### config.mk
export PLATFORM = sky130hd
export DESIGN_NAME = coord_mapper
export DESIGN_NICKNAME = d
export VERILOG_FILES = /design/src/design/scale_geom_pkg.sv /design/src/design/scale_fixed_pkg.sv /design/src/design/coord_mapper.sv
export SDC_FILE = /design/constraint.sdc
export NUM_CORES = 1
export LEC_CHECK = 0
export BUFFER_PORTS_ARGS = -buffer_cell sky130_fd_sc_hd__buf_2
export CAP_MARGIN = 20
export CORE_AREA = 2 2 144 146
export DETAILED_ROUTE_END_ITERATION = 16
export DIE_AREA = 0 0 146 148
export GPL_TIMING_DRIVEN = 0
export PLACE_DENSITY = 0.77
export SLEW_MARGIN = 25
export SYNTH_ARGS = -nofsm -noshare
export SYNTH_HDL_FRONTEND = slang
export SYNTH_SLANG_ARGS = --single-unit
### constraint.sdc
create_clock -name clk -period 0.8 [get_ports clk]
set_input_delay 0.16 -clock clk [delete_from_list [all_inputs] [get_ports clk]]
set_output_delay 0.16 -clock clk [all_outputs]
set_load 0.01 [all_outputs]
### src/design/scale_geom_pkg.sv
package scale_geom_pkg;

  localparam int src_width  = 640;
  localparam int src_height = 480;
  localparam int dst_width  = 533;
  localparam int dst_height = 400;

  localparam int dst_pixels = dst_width * dst_height;  // One write per destination pixel

  localparam int coord_w    = 10;
  localparam int src_addr_w = 19;
  localparam int dst_addr_w = 19;
  localparam int pixel_w    = 8;

  typedef logic [coord_w-1:0]    coord_t;
  typedef logic [src_addr_w-1:0] src_addr_t;
  typedef logic [dst_addr_w-1:0] dst_addr_t;
  typedef logic [pixel_w-1:0]    pixel_t;

endpackage

### src/design/scale_fixed_pkg.sv
package scale_fixed_pkg;

  // Coordinates carry 12 fraction bits after mapping into the source image
  localparam int frac_w   = 12;
  localparam int scale_w  = 13;
  localparam int mapped_w = scale_geom_pkg::coord_w + scale_w;
  localparam int int_w    = mapped_w - frac_w;  // Integer part of a mapped coordinate

  localparam logic [scale_w-1:0] scale_x = 13'd4918;  // 640/533 in units of 1/4096
  localparam logic [scale_w-1:0] scale_y = 13'd4915;  // 480/400 in units of 1/4096

  localparam int weight_w = frac_w + 1;  // Holds 4096 when the fraction is zero
  localparam int prod_w   = 2 * weight_w;
  localparam int acc_w    = 32;

  localparam logic [weight_w-1:0] weight_one = 13'd4096;

  typedef logic [frac_w-1:0]   frac_t;
  typedef logic [weight_w-1:0] weight_t;
  typedef logic [prod_w-1:0]   prod_t;
  typedef logic [acc_w-1:0]    acc_t;

  typedef enum logic [1:0] {
    idle,
    scan,
    drain
  } scan_state_t;

endpackage

### src/design/coord_mapper.sv
module coord_mapper (
  input  logic                      clk,
  input  logic                      rst_n,
  input  scale_geom_pkg::coord_t    dst_x,
  input  scale_geom_pkg::coord_t    dst_y,
  input  logic                      phase,
  input  logic                      pix_valid,
  output scale_geom_pkg::src_addr_t src_addr_left,
  output scale_geom_pkg::src_addr_t src_addr_right,
  output scale_fixed_pkg::frac_t    frac_x,
  output scale_fixed_pkg::frac_t    frac_y,
  output scale_geom_pkg::dst_addr_t out_addr,
  output logic                      row_sel,
  output logic                      stage_valid
);

  logic [scale_fixed_pkg::mapped_w-1:0] mx;
  logic [scale_fixed_pkg::mapped_w-1:0] my;
  logic [scale_fixed_pkg::int_w-1:0]    ix;
  logic [scale_fixed_pkg::int_w-1:0]    iy;
  logic [scale_fixed_pkg::int_w-1:0]    src_row;
  scale_geom_pkg::src_addr_t            src_base;

  assign mx = dst_x * scale_fixed_pkg::scale_x;
  assign my = dst_y * scale_fixed_pkg::scale_y;

  assign ix = mx[scale_fixed_pkg::mapped_w-1:scale_fixed_pkg::frac_w];
  assign iy = my[scale_fixed_pkg::mapped_w-1:scale_fixed_pkg::frac_w];

  // Phase 0 addresses the upper neighbour row, phase 1 the lower one
  assign src_row  = iy - 1'b1 + phase;
  assign src_base = scale_geom_pkg::src_addr_t'(src_row * scale_geom_pkg::src_width + ix);

  always_ff @(posedge clk)
  begin
    src_addr_left  <= src_base - 1'b1;  // Column ix-1
    src_addr_right <= src_base;
    frac_x         <= mx[scale_fixed_pkg::frac_w-1:0];
    frac_y         <= my[scale_fixed_pkg::frac_w-1:0];
    out_addr       <= scale_geom_pkg::dst_addr_t'((dst_y - 1'b1) * scale_geom_pkg::dst_width
                                                  + dst_x - 1'b1);
  end

  always_ff @(posedge clk or negedge rst_n)
  begin
    if (!rst_n)
    begin
      row_sel     <= 1'b0;
      stage_valid <= 1'b0;
    end
    else
    begin
      row_sel     <= phase;
      stage_valid <= pix_valid;
    end
  end

endmodule

# Word-level counts from Yosys, hierarchy flattened
# Cells that the tools add are included.
dict set report word_totals {
  output_inout_bits 83
  mem_bits_rw 0
  mem_count 0
  ff_bits 82
  latch_bits 0
  elab_cells 18
  rom_bits 0
}
dict set report op_classes {
  reduce_logical 0
  mux 0
  addsub 7
  n_eq_ne 0
  shift 0
  div 0
  n_bitwise 0
  magnitude_cmp 0
  n_mul 4
}
# operator count
set ops {}
lappend ops {{adder 19 x 11 -> 19 bit} 2}
lappend ops {{multiplier 10 x 13 -> 23 bit, second input constant} 1}
lappend ops {{multiplier 10 x 12 -> 22 bit, second input constant} 1}
lappend ops {{multiplier 11 x 11 -> 19 bit, second input constant} 1}
lappend ops {{subtractor 19 x 1 -> 19 bit, second input constant} 1}
lappend ops {{subtractor 19 x 2 -> 19 bit, second input constant} 1}
lappend ops {{multiplier 11 x 3 -> 12 bit, second input constant} 1}
lappend ops {{adder 11 x 1 -> 11 bit} 1}
lappend ops {{subtractor 10 x 1 -> 11 bit, second input constant} 1}
lappend ops {{subtractor 11 x 1 -> 11 bit, second input constant} 1}

# Depth between registers and ports, before layout
dict set report logic_depth {
  ltp_word 6
  mapped_depth 32
  ltp_nobuf 32
}

# Worst setup path before layout
# Ideal clock, no wire load.
dict set report synth_path {
  path_type {in2reg}
  start {input port dst_y[8]}
  end {register src_addr_left[18]}
  n_path_buf 0
  path_stages 32
  path_slack_ps -6152
  arrival_time_ps 6824
  setup_ps 128
  cell_sequence {inv_1 > ha_1 > inv_1 > fa_1 > fa_1 > inv_1 > fa_1 > fa_1 > ha_1 > o21a_1 > nor2_1 > a211oi_1 > o21a_1 > nor2_1 > xor2_1 > ha_1 > nor2b_1 > nand2_1 > xnor2_1 > ha_1 > inv_1 > fa_1 > inv_1 > a21oi_1 > o21ai_0 > a21o_1 > a21oi_1 > xnor2_1 > and3_1 > xnor3_1 > xor3_1 > xor2_1}
}
dict set report synth_via {
  elab_chain_cells 6
}
# item line_no
set synth_rtl {}
lappend synth_rtl {{start: declaration} coord_mapper.sv:5} ;# input scale_geom_pkg::coord_t dst_y,
lappend synth_rtl {{multiplier 10 x 13 -> 23 bit} coord_mapper.sv:25} ;# assign my = dst_y * scale_fixed_pkg::scale_y;
lappend synth_rtl {{subtractor 11 x 1 -> 11 bit} coord_mapper.sv:31} ;# assign src_row = iy - 1'b1 + phase;
lappend synth_rtl {{adder 11 x 1 -> 11 bit} coord_mapper.sv:31}
lappend synth_rtl {{multiplier 11 x 3 -> 12 bit} coord_mapper.sv:32} ;# assign src_base = scale_geom_pkg::src_addr_t'(src_row * scale_geom_pkg::src_width + ix);
lappend synth_rtl {{adder 19 x 11 -> 19 bit} coord_mapper.sv:32}
lappend synth_rtl {{net src_base[18]} coord_mapper.sv:22} ;# scale_geom_pkg::src_addr_t src_base;
lappend synth_rtl {{subtractor 19 x 1 -> 19 bit} coord_mapper.sv:36} ;# src_addr_left <= src_base - 1'b1;
lappend synth_rtl {{end signal: assignment} coord_mapper.sv:36}
lappend synth_rtl {{end: declaration} coord_mapper.sv:8} ;# output scale_geom_pkg::src_addr_t src_addr_left,
# The timed path passes the listed nets, and every way through them passes these cells.

# Worst setup path after layout
# Same ends and word-level chain as after synthesis.

==> metrics.csv <==
stage,metric,value,unit
floorplan,fp-row-count,52,
sta,hold_violations,0,
worst_setup_path,worst_ep_required_time,1.03,ns
global_routing,grt_pass1_vias,7972,
synth,synthTopCellsByCount,"ha_1, inv_1, fa_1",
routing,viasPerCell,5.19,
routing,ant_nets,0,
place,hpwl,16500,um
worst_setup_path,slowest_delay,0.56,ns
routing,wl,24300,um
synth,yosysTopAreaCell,ha_1,
synth,syn_inst,1015,
worst_setup_path,critical-path-slowest-cell,fa_1,
routing,vias,7779,
synth,seq_area_frac_synth,16.7,%
synth,syn-cell-area,9890,um^2
synth,synthesis.nets,1364,
clock_tree,root_buffer,clkbuf_16,
layout,area_delta_synth_final,45.0,%
outcome,failed_checks,setup timing,
synth,yosys_warnings,0,
sta,fin_ws,-6.00,ns
worst_setup_path,path_class,primary input to flip-flop,
worst_setup_path,crit_top_cell,fa_1,
clock_tree,cts_tree,built,
global_routing,grtUsageTotal,21.3,%
clock_tree,numCtsBuffers,9,
layout,n_antenna_cell,0,
floorplan,start_util,49.4,%
sta,setup_viol,156,
global_routing,grt_pass1_wl,37500,um
outcome,status,"finished, violations left",
synth,netlist.area_leader.share,30.2,%
layout,finish.utilization,71.5,%
floorplan,die-area,21600,um^2
worst_hold_path,hp-class,primary input to flip-flop,
synth,async_reset_ff_share,2.44,%
clock_tree,clock-sinks,82,
floorplan,die_h,148,um
layout,drive_above_1_share,41.5,%
synth,ys_ff_latch,82,
floorplan,die_w,146,um
place,place_area,12000,um^2
routing,drt-initial-drc-count,233,
run,max_cap_violations,0,
layout,nFillCells,1306,
floorplan,ios,107,
worst_setup_path,cp_max_fo,3,
worst_setup_path,cp-end-kind,flip-flop,
sta,slew_viol_final,0,
place,place_congestion,0.836,
sta,rsz0062_at_grt,true,
synth,yosys-top-cells-area,"ha_1, fa_1, dfxtp_1",
worst_setup_path,cp-start-kind,primary input,
place,io_buffers,105,
synth,ys_types,69,
global_routing,antenna_found_initial,0,
routing,drtPass1Iterations,4,
routing,route.detailed.drc,0,
worst_setup_path,arrival,7.03,ns
layout,fin_area,14300,um^2
sta,clock.fmax,147,MHz
sta,fin_crit,6.80,ns
synth,synth_flop_cell,dfxtp_1,
global_routing,grt_max_degree,15,
floorplan,coreArea,20000,um^2
routing,wl_per_cell,16.2,um
clock_tree,cts_buffer_depth,2,
synth,syn_avg_cell_area,9.74,um^2
clock_tree,htree_levels,3,
synth,synth-edff-count,0,
synth,yosysMostFrequentCell,ha_1,
sta,period_share,850,%
layout,nets,1574,
clock_tree,clk_pin_slew,0.07,ns
global_routing,grt-ovfl-total,0,
==> critical path, delay by kind of cell <==
kind | cells | cell delay (ns)
adder cells (fa/ha/maj) | 9 | 3.42
XOR/XNOR | 6 | 1.34
AO/OA/AOI/OAI | 6 | 0.94
AND/OR/NAND/NOR | 5 | 0.71
buffers and inverters | 6 | 0.44
==> cell type report <==
class	count	area, um^2	share of cell area (%)
plain buffers	1	7.51	0.0524
clock buffers	10	229	1.60
inverters	202	832	5.80
multi-input cells	729	9540	66.6
flip-flops and latches	82	1670	11.6
clock inverters	6	67.6	0.471
repair buffers	200	1650	11.5
well taps	270	338	2.36
==> state kept, by name, indices dropped and copies added, names as in the netlist <==
register,count
frac_x,11
frac_y,12
out_addr,19
row_sel,1
src_addr_left,19
src_addr_right,19
stage_valid,1
==> cell usage in the layout (no fill, tap or decap), types with 16 or more instances in the layout <==
cell type  Yosys  final
buf_6          0     48
buf_2          1     73
buf_4          1     64
fa_1          86     80
xnor2_2        1     16
dfxtp_1       80     66
xnor2_1       77     49
nor2_1        45     36
ha_4           0     78
xor2_1        25     16
nand2_1       26     19
ha_1         239    155
inv_2          0     37
inv_1        202    152
a21oi_1       34     19
==> cell families after synthesis <==
kind of cell,synth area share [%]
adders and majority gates,47.6
buffers and inverters,7.79
and+or+nand+nor,8.12
AOI/OAI and AO/OA,9.62
xor gates and xnor gates,9.67
DFF,16.7
muxes,0.418
other,0.0379
==> per-layer routing <==
metal / wire length [um] / up-vias / track usage (%)
met5: 0 / - / 0
met4: 729 / 0 / 5.53
met3: 662 / 45 / 3.30
met2: 12800 / 138 / 40.0
met1: 10100 / 3822 / 25.5
li1: - / 3774 / -
==> timing repair <==
item                       4_1_cts  5_1_grt
resized for setup              169      104
hold buffers                     3        0
buffers inserted                56       40
pin swaps                      103       59
hold endpoints to repair         4        0
cloned                           0        0
setup endpoints to repair      158      156
==> through the flow <==
stage | std cells | TNS [ns] | setup WS (ns) | hold slack [ns]
2_1_floorplan | 1015 | -247.48 | -5.87 | -0.136
3_3_place_gp | 1390 | -299.84 | -6.75 | -0.0567
3_5_place_dp | 1390 | -303.41 | -6.83 | -0.0544
4_1_cts | 1464 | -258.09 | -5.98 | 0.101
5_1_grt | 1500 | -275.40 | -6.28 | 0.0845
6_report | 1500 | -262.46 | -6.00 | 0.0888
==> worst paths after layout <==
check / startpoint / to / slack, ns / cells past startpoint
min in group asynchronous: rst_n / row_sel / 0.12 / 2
worst min-delay path: dst_x[1] / frac_x[2] / 0.09 / 2
worst max-delay path: dst_y[8] / src_addr_left[18] / -6.00 / 32
max in group asynchronous: rst_n / stage_valid / 0.59 / 2
Power is not shown: default switching activity piles up to over one toggle a cycle in this logic, so the estimate is an artifact.
