`config.mk`:
```
export PLATFORM = sky130hd
export DESIGN_NAME = pixel_gather
export DESIGN_NICKNAME = d
export VERILOG_FILES = /design/src/design/scale_geom_pkg.sv /design/src/design/scale_fixed_pkg.sv /design/src/design/pixel_gather.sv
export SDC_FILE = /design/constraint.sdc
export NUM_CORES = 1
export LEC_CHECK = 0
export BUFFER_PORTS_ARGS = -buffer_cell sky130_fd_sc_hd__buf_4
export CAP_MARGIN = 30
export CORE_AREA = 2 2 80 82
export CTS_BUF_LIST = sky130_fd_sc_hd__clkbuf_4 sky130_fd_sc_hd__clkbuf_8 sky130_fd_sc_hd__clkbuf_16
export DETAILED_ROUTE_END_ITERATION = 8
export DIE_AREA = 0 0 82 84
export PLACE_DENSITY = 0.82
export SLEW_MARGIN = 5
export SYNTH_ARGS = -nofsm -noshare
export SYNTH_HDL_FRONTEND = slang
export SYNTH_SLANG_ARGS = --single-unit
```
`constraint.sdc`:
```
create_clock -name clk -period 2.8 [get_ports clk]
set_input_delay 0.28 -clock clk [delete_from_list [all_inputs] [get_ports clk]]
set_output_delay 0.28 -clock clk [all_outputs]
set_load 0.02 [all_outputs]
```
`src/design/scale_geom_pkg.sv`:
```
package scale_geom_pkg;

  localparam int src_width  = 640;
  localparam int src_height = 480;
  localparam int dst_width  = 533;
  localparam int dst_height = 400;

  localparam int dst_pixels = dst_width * dst_height;  // One write per destination pixel

  localparam int coord_w    = 10;
  localparam int src_addr_w = 19;
  localparam int dst_addr_w = 19;
  localparam int pixel_w    = 8;

  typedef logic [coord_w-1:0]    coord_t;
  typedef logic [src_addr_w-1:0] src_addr_t;
  typedef logic [dst_addr_w-1:0] dst_addr_t;
  typedef logic [pixel_w-1:0]    pixel_t;

endpackage

```
`src/design/scale_fixed_pkg.sv`:
```
package scale_fixed_pkg;

  // Coordinates carry 12 fraction bits after mapping into the source image
  localparam int frac_w   = 12;
  localparam int scale_w  = 13;
  localparam int mapped_w = scale_geom_pkg::coord_w + scale_w;
  localparam int int_w    = mapped_w - frac_w;  // Integer part of a mapped coordinate

  localparam logic [scale_w-1:0] scale_x = 13'd4918;  // 640/533 in units of 1/4096
  localparam logic [scale_w-1:0] scale_y = 13'd4915;  // 480/400 in units of 1/4096

  localparam int weight_w = frac_w + 1;  // Holds 4096 when the fraction is zero
  localparam int prod_w   = 2 * weight_w;
  localparam int acc_w    = 32;

  localparam logic [weight_w-1:0] weight_one = 13'd4096;

  typedef logic [frac_w-1:0]   frac_t;
  typedef logic [weight_w-1:0] weight_t;
  typedef logic [prod_w-1:0]   prod_t;
  typedef logic [acc_w-1:0]    acc_t;

  typedef enum logic [1:0] {
    idle,
    scan,
    drain
  } scan_state_t;

endpackage

```
`src/design/pixel_gather.sv`:
```
module pixel_gather (
  input  logic                      clk,
  input  logic                      rst_n,
  input  scale_geom_pkg::pixel_t    src_data_left,
  input  scale_geom_pkg::pixel_t    src_data_right,
  input  scale_fixed_pkg::frac_t    frac_x,
  input  scale_fixed_pkg::frac_t    frac_y,
  input  scale_geom_pkg::dst_addr_t out_addr,
  input  logic                      row_sel,
  input  logic                      stage_valid,
  output scale_geom_pkg::pixel_t    p00,
  output scale_geom_pkg::pixel_t    p01,
  output scale_geom_pkg::pixel_t    p10,
  output scale_geom_pkg::pixel_t    p11,
  output scale_fixed_pkg::frac_t    frac_x_q,
  output scale_fixed_pkg::frac_t    frac_y_q,
  output scale_geom_pkg::dst_addr_t addr_q,
  output logic                      quad_valid
);

  scale_fixed_pkg::frac_t    side_frac_x;
  scale_fixed_pkg::frac_t    side_frac_y;
  scale_geom_pkg::dst_addr_t side_addr;
  logic                      side_valid;
  logic                      side_row;
  logic                      upper_held;

  // Side information waits one cycle for the memory read
  always_ff @(posedge clk)
  begin
    side_frac_x <= frac_x;
    side_frac_y <= frac_y;
    side_addr   <= out_addr;
  end

  always_ff @(posedge clk or negedge rst_n)
  begin
    if (!rst_n)
    begin
      side_valid <= 1'b0;
      side_row   <= 1'b0;
      upper_held <= 1'b0;
    end
    else
    begin
      side_valid <= stage_valid;
      side_row   <= row_sel;
      upper_held <= side_valid && !side_row;
    end
  end

  always_ff @(posedge clk)
  begin
    if (side_valid && !side_row)
    begin
      p00      <= src_data_left;  // Upper pair of the quad
      p01      <= src_data_right;
      frac_x_q <= side_frac_x;
      frac_y_q <= side_frac_y;
      addr_q   <= side_addr;
    end
  end

  // Lower pair arrives straight from memory in the following cycle
  assign p10        = src_data_left;
  assign p11        = src_data_right;
  assign quad_valid = upper_held && side_row;

endmodule

```
# [After elaboration in Yosys (flattened, before gate mapping)]
# Index checks and enable logic that the tools add are counted.
[word_totals] reg_bits=105 latch_bits=0 ramBits=0 romBits=0 input_bits=63 out_inout_bits=76 elab_cells=14 mem_count=0
[op_classes] add_sub_neg=0 n_mul=0 n_div=0 order_cmp=0 n_eq_ne=0 shift=0 mux=0 n_bitwise=0 reduce_logical=3
[ops] cell="logical AND 1 bit" count=2
[ops] cell="logical NOT 1 bit" count=1

# [Depth between registers and ports, before layout]
[depth] ltp_word=2 ltp_mapped=1 depth_no_buf=1

# [Least setup slack after synthesis]
# Ideal clock, no wire load.
[synth_timing] path_type="register to register" from="register side_row" to="register addr_q[0] (enable)" setup_ns=0.390 arrival_ns=1.211 required_time_ns=2.410 slack_ns=1.199 path_stages_with_launch=2 n_path_buf=0 synth_period_minus_slack_ns=1.601 cell_sequence="dfrtp_1 and2b_2"
[synth_between] elab_chain_len=2
[synth_rtl] item="from (decl)" line="pixel_gather.sv:25" rtl="logic side_row;"
[synth_rtl] item="from (signal assigned)" line="pixel_gather.sv:47" rtl="side_row <= row_sel;"
[synth_rtl] item="logical NOT 1 bit" line="pixel_gather.sv:54" rtl="if (side_valid && !side_row)"
[synth_rtl] item="logical AND 1 bit" line="pixel_gather.sv:54"
[synth_rtl] item="to (signal assigned)" line="pixel_gather.sv:60" rtl="addr_q <= side_addr;"
[synth_rtl] item="to (decl)" line="pixel_gather.sv:17" rtl="output scale_geom_pkg::dst_addr_t addr_q,"
# No other way between the ends.
# A chain may end at the register's enable or synchronous reset.

# [Worst setup path in the final report]
[layout_timing] from="register side_row" to="register frac_y_q[7] (enable)"
[layout_between] elab_chain_len=2
[layout_rtl] item="logical NOT 1 bit" line="pixel_gather.sv:54"
[layout_rtl] item="logical AND 1 bit" line="pixel_gather.sv:54"
[layout_rtl] item="to (signal assigned)" line="pixel_gather.sv:59" rtl="frac_y_q <= side_frac_y;"
[layout_rtl] item="to (decl)" line="pixel_gather.sv:16" rtl="output scale_fixed_pkg::frac_t frac_y_q,"
# No other way between the ends.

==> results <==
- The number of levels in the clock H-tree is 3.
- Of the total synthesized cell area, the portion taken by full adders, half adders and majority gates is 0.
- In this run the most critical hold path is launched from frac_x[6].
- The post-synthesis sequential area ratio is 0.9520.
- The reg2reg setup slack is 1250 ps.
- Before antenna repair, the detailed router went through 4 iterations.
- Of the total synthesized cell area, the portion taken by XOR and XNOR cells is 0.
- TritonCTS built the clock tree.
- The number of antenna repair diodes is 0.
- Entering global routing, the biggest net connects 39 pins.
- For this run the aggregate overflow at the end of global routing stands at 0.
- The buffer type at the clock tree root is clkbuf_8.
- STA classifies the critical path endpoint as a flop.
- After detailed routing, the average wire length per cell comes to 16.03 um.
- The cell depth of the worst min-delay path is 1.
- The global-route usage over all layers is 0.1581.
- Across the VDD grid, the largest voltage drop is 0.0003576 V.
- The die width is 82 um.
- The worst setup path is of the reg -> reg kind.
- Of the total synthesized cell area, the portion taken by AND, OR, NAND and NOR gates is 0.005719.
- The remaining antenna violation count is 0.
- On the final layout, the worst hold slack is 23.66 ps.
- The wire length of the first global-routing pass is 7.458 mm.
- The setup slack at placement is 1234 ps.
- The part of the cycle the worst path needs is 0.5520.
- The congestion estimate from routability-driven global placement came to 0.6607.
- The via count of the first global-routing pass is 1404.
- The count of max-cap constraint violations is 0.
- Setup repair after global routing left no endpoint under its margin.
- The critical path data required time is 2840 ps.
- The synthesized-area fraction occupied by ao, oa, aoi and oai cells is 0.
- The element type at the critical path start is a flop.
- The CTS buffer count is 9.
- Summed over all instances, the cell type with the most area after synthesis is edfxtp_1.
- Buffers placed on the I/O ports in this run total 138.
- The number of hold violations in the final report is 0.
- The area share of the largest cell type after synthesis is 0.6230.
- The leakage power summed over all cells is 1.736 nW.
- The core area is 6096 um2.
- The final instance count without filler cells is 341.
- The dominant combinational cell family by area after synthesis is buffers and inverters.
- The number of remaining DRC errors is 0.
- The slowest library cell on the worst path is and2b_2.
- The clock net in this run drives a total of 105 sinks.
- The maximum count of clock buffers along a single path is 2.
- Clock-pin slew was measured on the worst setup and hold paths at 90 ps.
- The via-per-instance ratio is 4.205.
- Synthesis handed over a netlist of 123 instances.
- The total number of yosys warnings is 0.
- The portion of synthesized area spent on multiplexers is 0.
- The signed area change from the synthesized netlist to the final layout is 43.42%.
- The post-layout net count is 322.
- Adding up every negative setup slack in the final design gives 0 ps.
- The die area is 6888 um2.
- The endpoint identified for the worst register-to-register timing path is frac_y_q[7].
- Setup violations remaining at the end of the flow were counted as 0.
- Static timing analysis puts the maximum clock frequency at 647.0 MHz.
- The initial detailed-routing violation count is 86.
- Along the worst path, the maximum fanout reaches 38.
- The final count of pins violating max slew is 0.
- The class of the worst hold path is in -> reg.
- The stage delay of the slowest cell on the critical path is 550 ps.
- The worst path in the final design needs a cycle of 1545 ps, including I/O delays and setup.
- The mean instance size in the synthesized netlist is 23.12 um2.
- Dividing total power by cell area gives a power density of 698.7 nW/um2.
- For this configuration, the core starts out at a cell density of 0.4665.
- The signal on the critical path passes through and2b_2, buf_12.
- The post-synthesis sequential element count is 105.
- The count of boundary I/O pins is 139.
- Ranked by total cell area, the synthesized netlist is headed by edfxtp_1 62%, dfxtp_1 30%, buf_4 4.2%.
- The number of antenna violations at the first check in global routing came to 0.
- The number of cells in the design after placement is 323.
- The flow ran to the end, and the final reports show no timing, DRC or antenna violations.
- In this run the core area contains 29 standard-cell rows.
- The netlist uses 6 different library cells.
- The via count of the routed design is 1434.
- The worst pin sits at a relative slew slack of 0.6546.
- Once the clock tree was built, the resizer swapped 0 gates to a different size.
- At the pin with the least slew margin, the transition time is 518.1 ps.
- Setup slack closes at 1255 ps.
- The mapped cell area is 2844 um2.
- When the netlist entered floorplanning its net count stood at 186.
- The terminating pin of the worst hold path is side_frac_x[6].
- The logic depth of the worst register-to-register path is 2.
- Clock latency on the worst-skew pair, taken at its later pin, is 350 ps.
- The total wire length is 5.466 mm.
- The clock skew is 11.53 ps.
- STA puts the critical path data arrival time at 1590 ps.
- The overall power after layout is 2.850 mW.
- Of the cells placed in the final design, the portion with a size suffix greater than 1 is 0.5909.
- The die span in y is 84 um.
- The reg-to-reg critical path startpoint is side_row.
-- worst max-delay path: cells and delay by family, from the launching register on --
kind / cells / cell delay, ps
simple gates: 1 / 550
flops: 1 / 380
buf+inv: 1 / 290
-- kinds of logic (layout without fill, tap and decap cells) --
kind of cell,after synthesis,after routing
buffers and inverters,16,157
DFF,105,105
and+or+nand+nor,2,2
-- stage by stage --
step                      instance area, um2  utilization
after floorplan                         2844            -
after global placement                  3876       0.6359
after detailed placement                3876       0.6359
after CTS                               4069       0.6675
after global routing                    4079       0.6691
final                                   4079       0.6691
-- repair_timing --
action                                 4_1_cts  5_1_grt
hold buffers                                 1        1
endpoints found under the hold margin        3        1
setup buffers                                0        0
-- cells in the mapped netlist --
cell type / number
dfxtp_1: 43
dfrtp_1: 3
buf_4: 16
edfxtp_1: 59
and2_2: 1
and2b_2: 1
-- per-layer routing --
| layer | up-vias | GRT usage | part of all wire |
|---|---|---|---|
| li1 | 690 | - | - |
| met1 | 655 | 0.1614 | 0.35 |
| met4 | 0 | 0.07273 | 0.015 |
| met2 | 81 | 0.2735 | 0.53 |
| met5 | - | 0 | 0 |
| met3 | 8 | 0.06602 | 0.10 |
-- cells in the final DEF (no fill, tap or decap) --
master / count
clkinvlp_4: 1
clkbuf_8: 11
dfrtp_1: 3
buf_4: 138
clkbuf_4: 2
and2_2: 1
dfxtp_1: 43
and2b_2: 1
dlygate4sd3_1: 2
buf_12: 1
edfxtp_1: 59
clkinv_2: 1
clkinv_1: 1
-- flip-flops by register name, summed over array words and instances (netlist names) --
| name | cells |
|---|---|
| upper_held | 1 |
| side_frac_x | 12 |
| p01 | 8 |
| frac_x_q | 12 |
| p00 | 8 |
| side_frac_y | 12 |
| addr_q | 19 |
| side_row | 1 |
| side_valid | 1 |
| frac_y_q | 12 |
| side_addr | 19 |
-- layout make-up --
cell class	instances	area, um2
well taps	77	96.34
fillers	437	2017
clock inverters	3	16.27
multi-input cells	2	16.27
flip-flops and latches	105	2708
repair buffers	141	1076
clock buffers	13	166.4
-- worst max path at each step --
stage | startpoint | to | slack (ps) | cells after the start
after global routing | side_row | p01[3] | 1150 | 2
after detailed placement | side_row | p00[6] | 1230 | 2
after CTS | side_row | frac_y_q[7] | 1220 | 2
final | side_row | frac_y_q[7] | 1250 | 2
after floorplan | side_row | addr_q[0] | 1200 | 1
after global placement | side_row | frac_x_q[4] | 1270 | 2
-- power breakdown --
part	leakage (nW)	internal [mW]	switching, mW
logic	0.689	0.135	0.139
clock network	0.0939	0.388	0.443
registers	0.953	1.72	0.0244
total	1.74	2.24	0.607
Note: power is estimated with default switching activity, not from simulation.
