### config.mk
export PLATFORM = sky130hd
export DESIGN_NAME = raster_scan
export DESIGN_NICKNAME = d
export VERILOG_FILES = /design/src/design/scale_geom_pkg.sv /design/src/design/scale_fixed_pkg.sv /design/src/design/raster_scan.sv
export SDC_FILE = /design/constraint.sdc
export NUM_CORES = 1
export LEC_CHECK = 0
export BUFFER_PORTS_ARGS = -buffer_cell sky130_fd_sc_hd__buf_4
export CAP_MARGIN = 10
export CORE_MARGIN = 2
export CORE_UTILIZATION = 45
export DETAILED_ROUTE_END_ITERATION = 12
export GPL_TIMING_DRIVEN = 0
export HOLD_SLACK_MARGIN = 0.03
export PLACE_DENSITY = 0.71
export SYNTH_ARGS = -nofsm -noshare
export SYNTH_HDL_FRONTEND = slang
export SYNTH_SLANG_ARGS = --single-unit
### constraint.sdc
create_clock -name clk -period 1.8 [get_ports clk]
set_input_delay 0.09 -clock clk [delete_from_list [all_inputs] [get_ports clk]]
set_output_delay 0.09 -clock clk [all_outputs]
set_load 0.005 [all_outputs]
### src/design/scale_geom_pkg.sv
package scale_geom_pkg;

  localparam int src_width  = 640;
  localparam int src_height = 480;
  localparam int dst_width  = 533;
  localparam int dst_height = 400;

  localparam int dst_pixels = dst_width * dst_height;  // One write per destination pixel

  localparam int coord_w    = 10;
  localparam int src_addr_w = 19;
  localparam int dst_addr_w = 19;
  localparam int pixel_w    = 8;

  typedef logic [coord_w-1:0]    coord_t;
  typedef logic [src_addr_w-1:0] src_addr_t;
  typedef logic [dst_addr_w-1:0] dst_addr_t;
  typedef logic [pixel_w-1:0]    pixel_t;

endpackage

### src/design/scale_fixed_pkg.sv
package scale_fixed_pkg;

  // Coordinates carry 12 fraction bits after mapping into the source image
  localparam int frac_w   = 12;
  localparam int scale_w  = 13;
  localparam int mapped_w = scale_geom_pkg::coord_w + scale_w;
  localparam int int_w    = mapped_w - frac_w;  // Integer part of a mapped coordinate

  localparam logic [scale_w-1:0] scale_x = 13'd4918;  // 640/533 in units of 1/4096
  localparam logic [scale_w-1:0] scale_y = 13'd4915;  // 480/400 in units of 1/4096

  localparam int weight_w = frac_w + 1;  // Holds 4096 when the fraction is zero
  localparam int prod_w   = 2 * weight_w;
  localparam int acc_w    = 32;

  localparam logic [weight_w-1:0] weight_one = 13'd4096;

  typedef logic [frac_w-1:0]   frac_t;
  typedef logic [weight_w-1:0] weight_t;
  typedef logic [prod_w-1:0]   prod_t;
  typedef logic [acc_w-1:0]    acc_t;

  typedef enum logic [1:0] {
    idle,
    scan,
    drain
  } scan_state_t;

endpackage

### src/design/raster_scan.sv
module raster_scan (
  input  logic                   clk,
  input  logic                   rst_n,
  input  logic                   start,
  input  logic                   last_write,
  output scale_geom_pkg::coord_t dst_x,
  output scale_geom_pkg::coord_t dst_y,
  output logic                   phase,
  output logic                   pix_valid,
  output logic                   busy,
  output logic                   done
);

  scale_fixed_pkg::scan_state_t state;
  logic                         row_end;
  logic                         frame_end;

  assign row_end   = (dst_x == scale_geom_pkg::coord_t'(scale_geom_pkg::dst_width));
  assign frame_end = row_end && (dst_y == scale_geom_pkg::coord_t'(scale_geom_pkg::dst_height));

  assign pix_valid = (state == scale_fixed_pkg::scan) && !phase;  // One entry per two cycles
  assign busy      = (state != scale_fixed_pkg::idle);

  always_ff @(posedge clk or negedge rst_n)
  begin
    if (!rst_n)
      state <= scale_fixed_pkg::idle;
    else if (start)
      state <= scale_fixed_pkg::scan;  // Also restarts a running frame
    else
    begin
      case (state)
        scale_fixed_pkg::scan:
        begin
          if (phase && frame_end)
            state <= scale_fixed_pkg::drain;
        end
        scale_fixed_pkg::drain:
        begin
          if (last_write)
            state <= scale_fixed_pkg::idle;
        end
        default:
          state <= scale_fixed_pkg::idle;
      endcase
    end
  end

  // Coordinates rest at (1,1) so the mapper never sees a zero coordinate
  always_ff @(posedge clk or negedge rst_n)
  begin
    if (!rst_n)
    begin
      dst_x <= scale_geom_pkg::coord_t'(1);
      dst_y <= scale_geom_pkg::coord_t'(1);
      phase <= 1'b0;
    end
    else if (start)
    begin
      dst_x <= scale_geom_pkg::coord_t'(1);
      dst_y <= scale_geom_pkg::coord_t'(1);
      phase <= 1'b0;
    end
    else if (state == scale_fixed_pkg::scan)
    begin
      phase <= ~phase;
      if (phase)
      begin
        if (row_end)
        begin
          dst_x <= scale_geom_pkg::coord_t'(1);
          if (!frame_end)
            dst_y <= dst_y + 1'b1;
        end
        else
          dst_x <= dst_x + 1'b1;
      end
    end
  end

  always_ff @(posedge clk or negedge rst_n)
  begin
    if (!rst_n)
      done <= 1'b0;
    else
      done <= (state == scale_fixed_pkg::drain) && last_write && !start;
  end

endmodule

Word level (Yosys, flattened, before mapping)
Index checks and enable logic that the tools add are counted.
{"block": "word_totals", "inputBits": 4, "wordCells": 44, "ff_bits": 24}
{"block": "classes", "eq_ne": 7, "n_reduce_logical": 14, "bitwise_logic": 1, "n_mux": 15, "n_addsub": 2}
{"op": "10-bit 2-to-1 mux", "count": 9}
{"op": "10-bit by 1-bit adder with 10-bit output (second input constant)", "count": 2}
{"op": "10-bit == test (second input constant)", "count": 1}
{"op": "10-bit by 9-bit == test with 1-bit output (second input constant)", "count": 1}
{"op": "2-bit nonzero test", "count": 4}
{"op": "2-bit 2-to-1 mux", "count": 3}
{"op": "3-bit != test (second input constant)", "count": 2}
{"op": "1-bit logical AND", "count": 5}
{"op": "2-bit one-hot mux with 2 select lines", "count": 1}
{"op": "2-bit AND reduction", "count": 2}
{"op": "4-bit AND reduction", "count": 1}
{"op": "2-bit by 1-bit == test with 1-bit output (second input constant)", "count": 1}
{"op": "2-bit == test (second input constant)", "count": 1}
{"op": "1-bit zero test", "count": 2}
{"op": "1-bit 2-to-1 mux", "count": 2}
{"op": "2-bit != test (second input constant)", "count": 1}
{"op": "1-bit inverter", "count": 1}

Depth between registers and ports, before layout
{"block": "logic_depth", "depth_word": 7, "ltp_mapped": 7}

Worst setup path after synthesis
OpenSTA, ideal clock, no wires.
{"block": "synth_path", "path_kind": "register to register", "start": "reg dst_y[0]", "end": "reg dst_y[5]", "synth_period_minus_slack_ns": 1.939, "setup_time_ns": 0.077, "stages_incl_launch_ff": 8, "arrival_time_ns": 1.862, "slack_ns": -0.139, "cell_sequence": "dfstp_2 -> inv_1 -> ha_1 -> nor4b_1 -> and4_1 -> clkbuf_1 -> or4_1 -> a21oi_1"}
{"block": "synth_between", "elab_chain_cells": 6}
{"item": "from (decl)", "line": "raster_scan.sv:7", "text": "output scale_geom_pkg::coord_t dst_y,"}
{"item": "from (signal assigned)", "line": "raster_scan.sv:55", "text": "dst_y <= scale_geom_pkg::coord_t'(1);"}
{"item": "from (signal assigned)", "line": "raster_scan.sv:61", "text": "dst_y <= scale_geom_pkg::coord_t'(1);"}
{"item": "from (signal assigned)", "line": "raster_scan.sv:73", "text": "dst_y <= dst_y + 1'b1;"}
{"item": "10-bit by 1-bit adder with 10-bit output", "line": "raster_scan.sv:73"}
{"item": "10-bit 2-to-1 mux", "line": "raster_scan.sv:72", "text": "if (!frame_end)"}
{"item": "10-bit 2-to-1 mux", "line": "raster_scan.sv:69", "text": "if (row_end)"}
{"item": "10-bit 2-to-1 mux", "line": "raster_scan.sv:67", "text": "if (phase)"}
{"item": "10-bit 2-to-1 mux", "line": "raster_scan.sv:64", "text": "else if (state == scale_fixed_pkg::scan)"}
{"item": "10-bit 2-to-1 mux", "line": "raster_scan.sv:58", "text": "else if (start)"}
Parallel ways exist; a longest one is shown, timed or not. The select of a mux whose other input is x is not followed.
A chain may end at the register's enable or synchronous reset.

Final worst setup path
{"block": "layout_path", "start": "reg dst_x[0]", "end": "reg dst_y[6]"}
{"block": "layout_between", "elab_chain_cells": 4}
{"item": "from (decl)", "line": "raster_scan.sv:6", "text": "output scale_geom_pkg::coord_t dst_x,"}
{"item": "from (signal assigned)", "line": "raster_scan.sv:54", "text": "dst_x <= scale_geom_pkg::coord_t'(1);"}
{"item": "from (signal assigned)", "line": "raster_scan.sv:60", "text": "dst_x <= scale_geom_pkg::coord_t'(1);"}
{"item": "from (signal assigned)", "line": "raster_scan.sv:71", "text": "dst_x <= scale_geom_pkg::coord_t'(1);"}
{"item": "10-bit == test (*)", "line": "raster_scan.sv:18", "text": "assign row_end = (dst_x == scale_geom_pkg::coord_t'(scale_geom_pkg::dst_width));"}
{"item": "1-bit logical AND", "line": "raster_scan.sv:19", "text": "assign frame_end = row_end && (dst_y == scale_geom_pkg::coord_t'(scale_geom_pkg::dst_height));"}
{"item": "2-bit != test (no source line)"}
{"item": "4-bit AND reduction (no source line) (*)"}
Every way passes the cells marked *; elsewhere a longest branch is shown, timed or not.

==> results.txt <==
The run finished, with violations left. The checks that failed: DRC, setup timing. The worst register-to-register path begins at dst_x[0]. The initial antenna violation count was 0; the number of endpoints failing setup at the final stage was 8. The share of the clock period used by the worst path after layout is 1.042.

For the number of global-route vias before repair, the log shows 1243. The simple logic cell fraction of the synthesized area was 0.2731. The slew at the pin closest to its max-slew limit works out to 0.3863 ns. The worst-case IR drop observed on VDD is 0.3323 mV.

The number of hold violations in the final report was 0; the final number of max-transition violations was 0. The vertical die dimension was 58.62 um. 0 antenna diodes ended up in the layout. In this run, the number of DRC markers left after iteration 0 of detailed routing was 59. Mean instance size in the synthesized netlist: 9.729 um^2.

CTS saw 24 sinks. Row generation in the floorplan step produced 19 rows. The combined global-route utilization of all metal layers is 0.2132. The share of synthesized area spent on multiplexers was 0.007456; the largest net degree at the start of global routing was 25. The worst register-to-register path ends at dst_y[6].

The worst slack after detailed placement was -0.2193 ns. The non-filler instance count after layout is 212, and the length in cells of the worst reg-to-reg path is 6. The later pin in the worst-skew pair is clocked with a latency of 0.34 ns.

Among cell families on the critical path, the largest total delay comes from simple AND/OR/NAND/NOR gates. Counting tap cells, the placed design contains a total of 196 instances. Number of nets with antenna violations after routing: 0. Summed over all layers, the global routing overflow is 0.

The worst reg-to-reg setup slack was -0.08 ns. Share of the synthesized area in compound gates (AO/OA/AOI/OAI): 0.1445. Setup repair after global routing could not meet its margin everywhere.

After detailed routing, the number of vias per cell comes to 6.000. Global-route wire length before repair: 5.602 mm. Power density of the placed cells: 607.7 nW/um^2. Via count of the routed design: 1272. Buffers plus inverters on the worst setup path: 1. The kind of end point of the critical path is a flop. The critical-path maximum fanout works out to 8. The width of the die was 58.62 um; the summed instance area of the synthesized netlist was 1343 um^2. The final layout net count is 190.

The core region is 2805 um^2. After synthesis, the largest family of logic cells by area is simple AND/OR/NAND/NOR gates. The tools report the number of levels the H-tree was split into as 1. Leaving out fill and tap cells, the most frequent cell in the layout is sky130_fd_sc_hd__buf_4. The final routed wirelength across all metal layers was 3.294 mm; the share of the synthesized area in the top cell type was 0.4101. Leaving out fill and tap cells, the most frequent cells in the layout are 38 x sky130_fd_sc_hd__buf_4, 21 x sky130_fd_sc_hd__dfrtp_1, 9 x sky130_fd_sc_hd__nand2_1, 9 x sky130_fd_sc_hd__a21oi_1.

After filler insertion, the fill cell instance count of the layout stands at 251. The signal on the critical path passes through ha_4, and4bb_2, nand4_1, buf_6, or4_4, a21oi_2. The tool flagged a number of max-cap violations equal to 0. Cell type with the highest aggregate area in the netlist: sky130_fd_sc_hd__dfrtp_1.

Synthesis produced a netlist whose cell count is 138. The critical path is of the flop to flop type. The maximum clock frequency is 533.3 MHz.

The global placement routability congestion was 0.7981. 28 I/O pins were placed. Xor-xnor portion of the synthesized cell area: 0.05219. Yosys printed 0 warnings. The most used flip-flop cell after synthesis was sky130_fd_sc_hd__dfrtp_1. In this run, CTS created clock tree buffers numbering 3. The final worst slack came out at -0.07504 ns.

TritonCTS built the clock tree. The maximum number of buffers from clock root to sink is 2. The min-delay analysis places its worst path in the category primary input to async pin. The post-layout minimum cycle time is 1.875 ns, and the initial standard-cell utilization of the core is 0.4786. The adder-cell area share of the yosys netlist was 0.03728.

STA puts the critical path data arrival time at 2.16 ns. Number of synthesized flops with an enable pin: 0. The number of I/O port buffers was 27. Final setup skew: 0.01231 ns.

The floorplan step defined a die boundary enclosing 3436 um^2. Counting flops and latches in the post-synthesis netlist gives 24. Clock-pin slew was measured on the worst setup and hold paths at 0.15 ns. The share of cells above drive strength 1 works out to 0.3591. After synthesis, the netlist uses 37 different library cells. By area the synthesized netlist is led by sky130_fd_sc_hd__dfrtp_1 41%, sky130_fd_sc_hd__xor2_1 4.6%, sky130_fd_sc_hd__or4_1 4.5%.

Detailed placement ended at an HPWL of 2.210 mm. The tools report the worst slew margin relative to its limit as 0.7425. The largest individual stage delay along the critical path comes from the cell sky130_fd_sc_hd__dfstp_2. The tools report the clock tree root driver cell as sky130_fd_sc_hd__clkbuf_4.

For the synthesized net count, the log shows 146. The fraction of registers with async set/reset was 1.000; the required arrival time at the worst endpoint was 2.09 ns. The tools report the critical path launch point type as a flop. The pre-antenna-repair detailed-routing pass consisted of 8 iterations. The sequential area share after synthesis is 0.4492, and the wire length per cell after detailed routing is 15.54 um. The post-synthesis to final-layout area growth is 35.23%, and the leakage power is 0.7604 nW.

In this design, the stage delay of the slowest critical-path cell is 0.58 ns. The final routed DRC violation total is 1.
-- state kept, by name, indices dropped and copies added, names as in the netlist --
signal	cells
done	1
dst_x	10
dst_y	10
state	2
phase	1
-- synth_stat cells, drive strengths merged (2+ instances only) --
cell     instances
dfrtp           22
a21oi           11
nand2            9
nor2             8
o21ai            8
or4              8
nand4            7
o31ai            7
xor2             7
nand3            6
inv              5
buf              4
ha               4
and3             3
and4             3
o2111ai          3
a31oi            2
clkbuf           2
dfstp            2
nor2b            2
nor3b            2
-- per-stage QoR --
step	hold WS, ns	power [mW]	utilization	cell area, um^2	setup TNS (ns)
floorplan	-0.2056	0.6310	-	1378	-0.1072
global placement	0.008056	0.6829	0.5772	1619	-1.294
detailed placement	0.01338	0.6860	0.5772	1619	-1.855
CTS	0.1761	1.104	0.6369	1787	-0.4181
global route	0.1879	1.140	0.6472	1815	-1.237
finish	0.1587	1.103	0.6472	1815	-0.3335
-- metal layers --
layer  GRT usage  routed length, um  vias to the layer above
li1            -                  -                      601
met4     0.09740                 69                        0
met2      0.3531               1629                       39
met5           0                  0                        -
met1      0.2685               1447                      625
met3     0.04396                148                        7
-- worst max-delay path by stage --
stage,startpoint,to,cells after the start
floorplan,dst_x[0],dst_y[2],6
global placement,dst_x[0],dst_y[6],6
detailed placement,dst_x[0],dst_y[2],6
CTS,dst_x[0],dst_y[6],6
global route,dst_x[0],dst_y[2],6
finish,dst_x[0],dst_y[6],6
-- final cells by class --
type,instances,area [um^2],share of cell area
Tap cell,31,38.79,0.02136
Inverter,5,18.77,0.01034
Multi-Input combinational cell,103,754.5,0.4156
Timing Repair Buffer,40,307.8,0.1695
Sequential cell,24,604.3,0.3329
Clock inverter,1,30.03,0.01654
Buffer,5,38.79,0.02136
Clock buffer,3,22.52,0.01241
-- power breakdown --
group	leakage, nW	total (mW)	internal [mW]	switching [mW]
clock network	0.0279	0.408	0.226	0.182
registers	0.319	0.571	0.553	0.0183
logic	0.414	0.124	0.0573	0.0670
total	0.760	1.10	0.836	0.267
-- repair_timing --
action	CTS	global route
buffers inserted	8	2
gates resized for setup	6	4
endpoints found under the setup margin	14	10
hold buffers	3	0
hold endpoints to repair	28	0
pin swaps	4	11
-- cells by family after synthesis --
group / Yosys count
compound gates: 32
xor+xnor: 8
fa+ha+maj: 4
buf+inv: 11
flops: 24
mux: 1
simple gates: 58
Note: power is estimated with default switching activity, not from simulation.
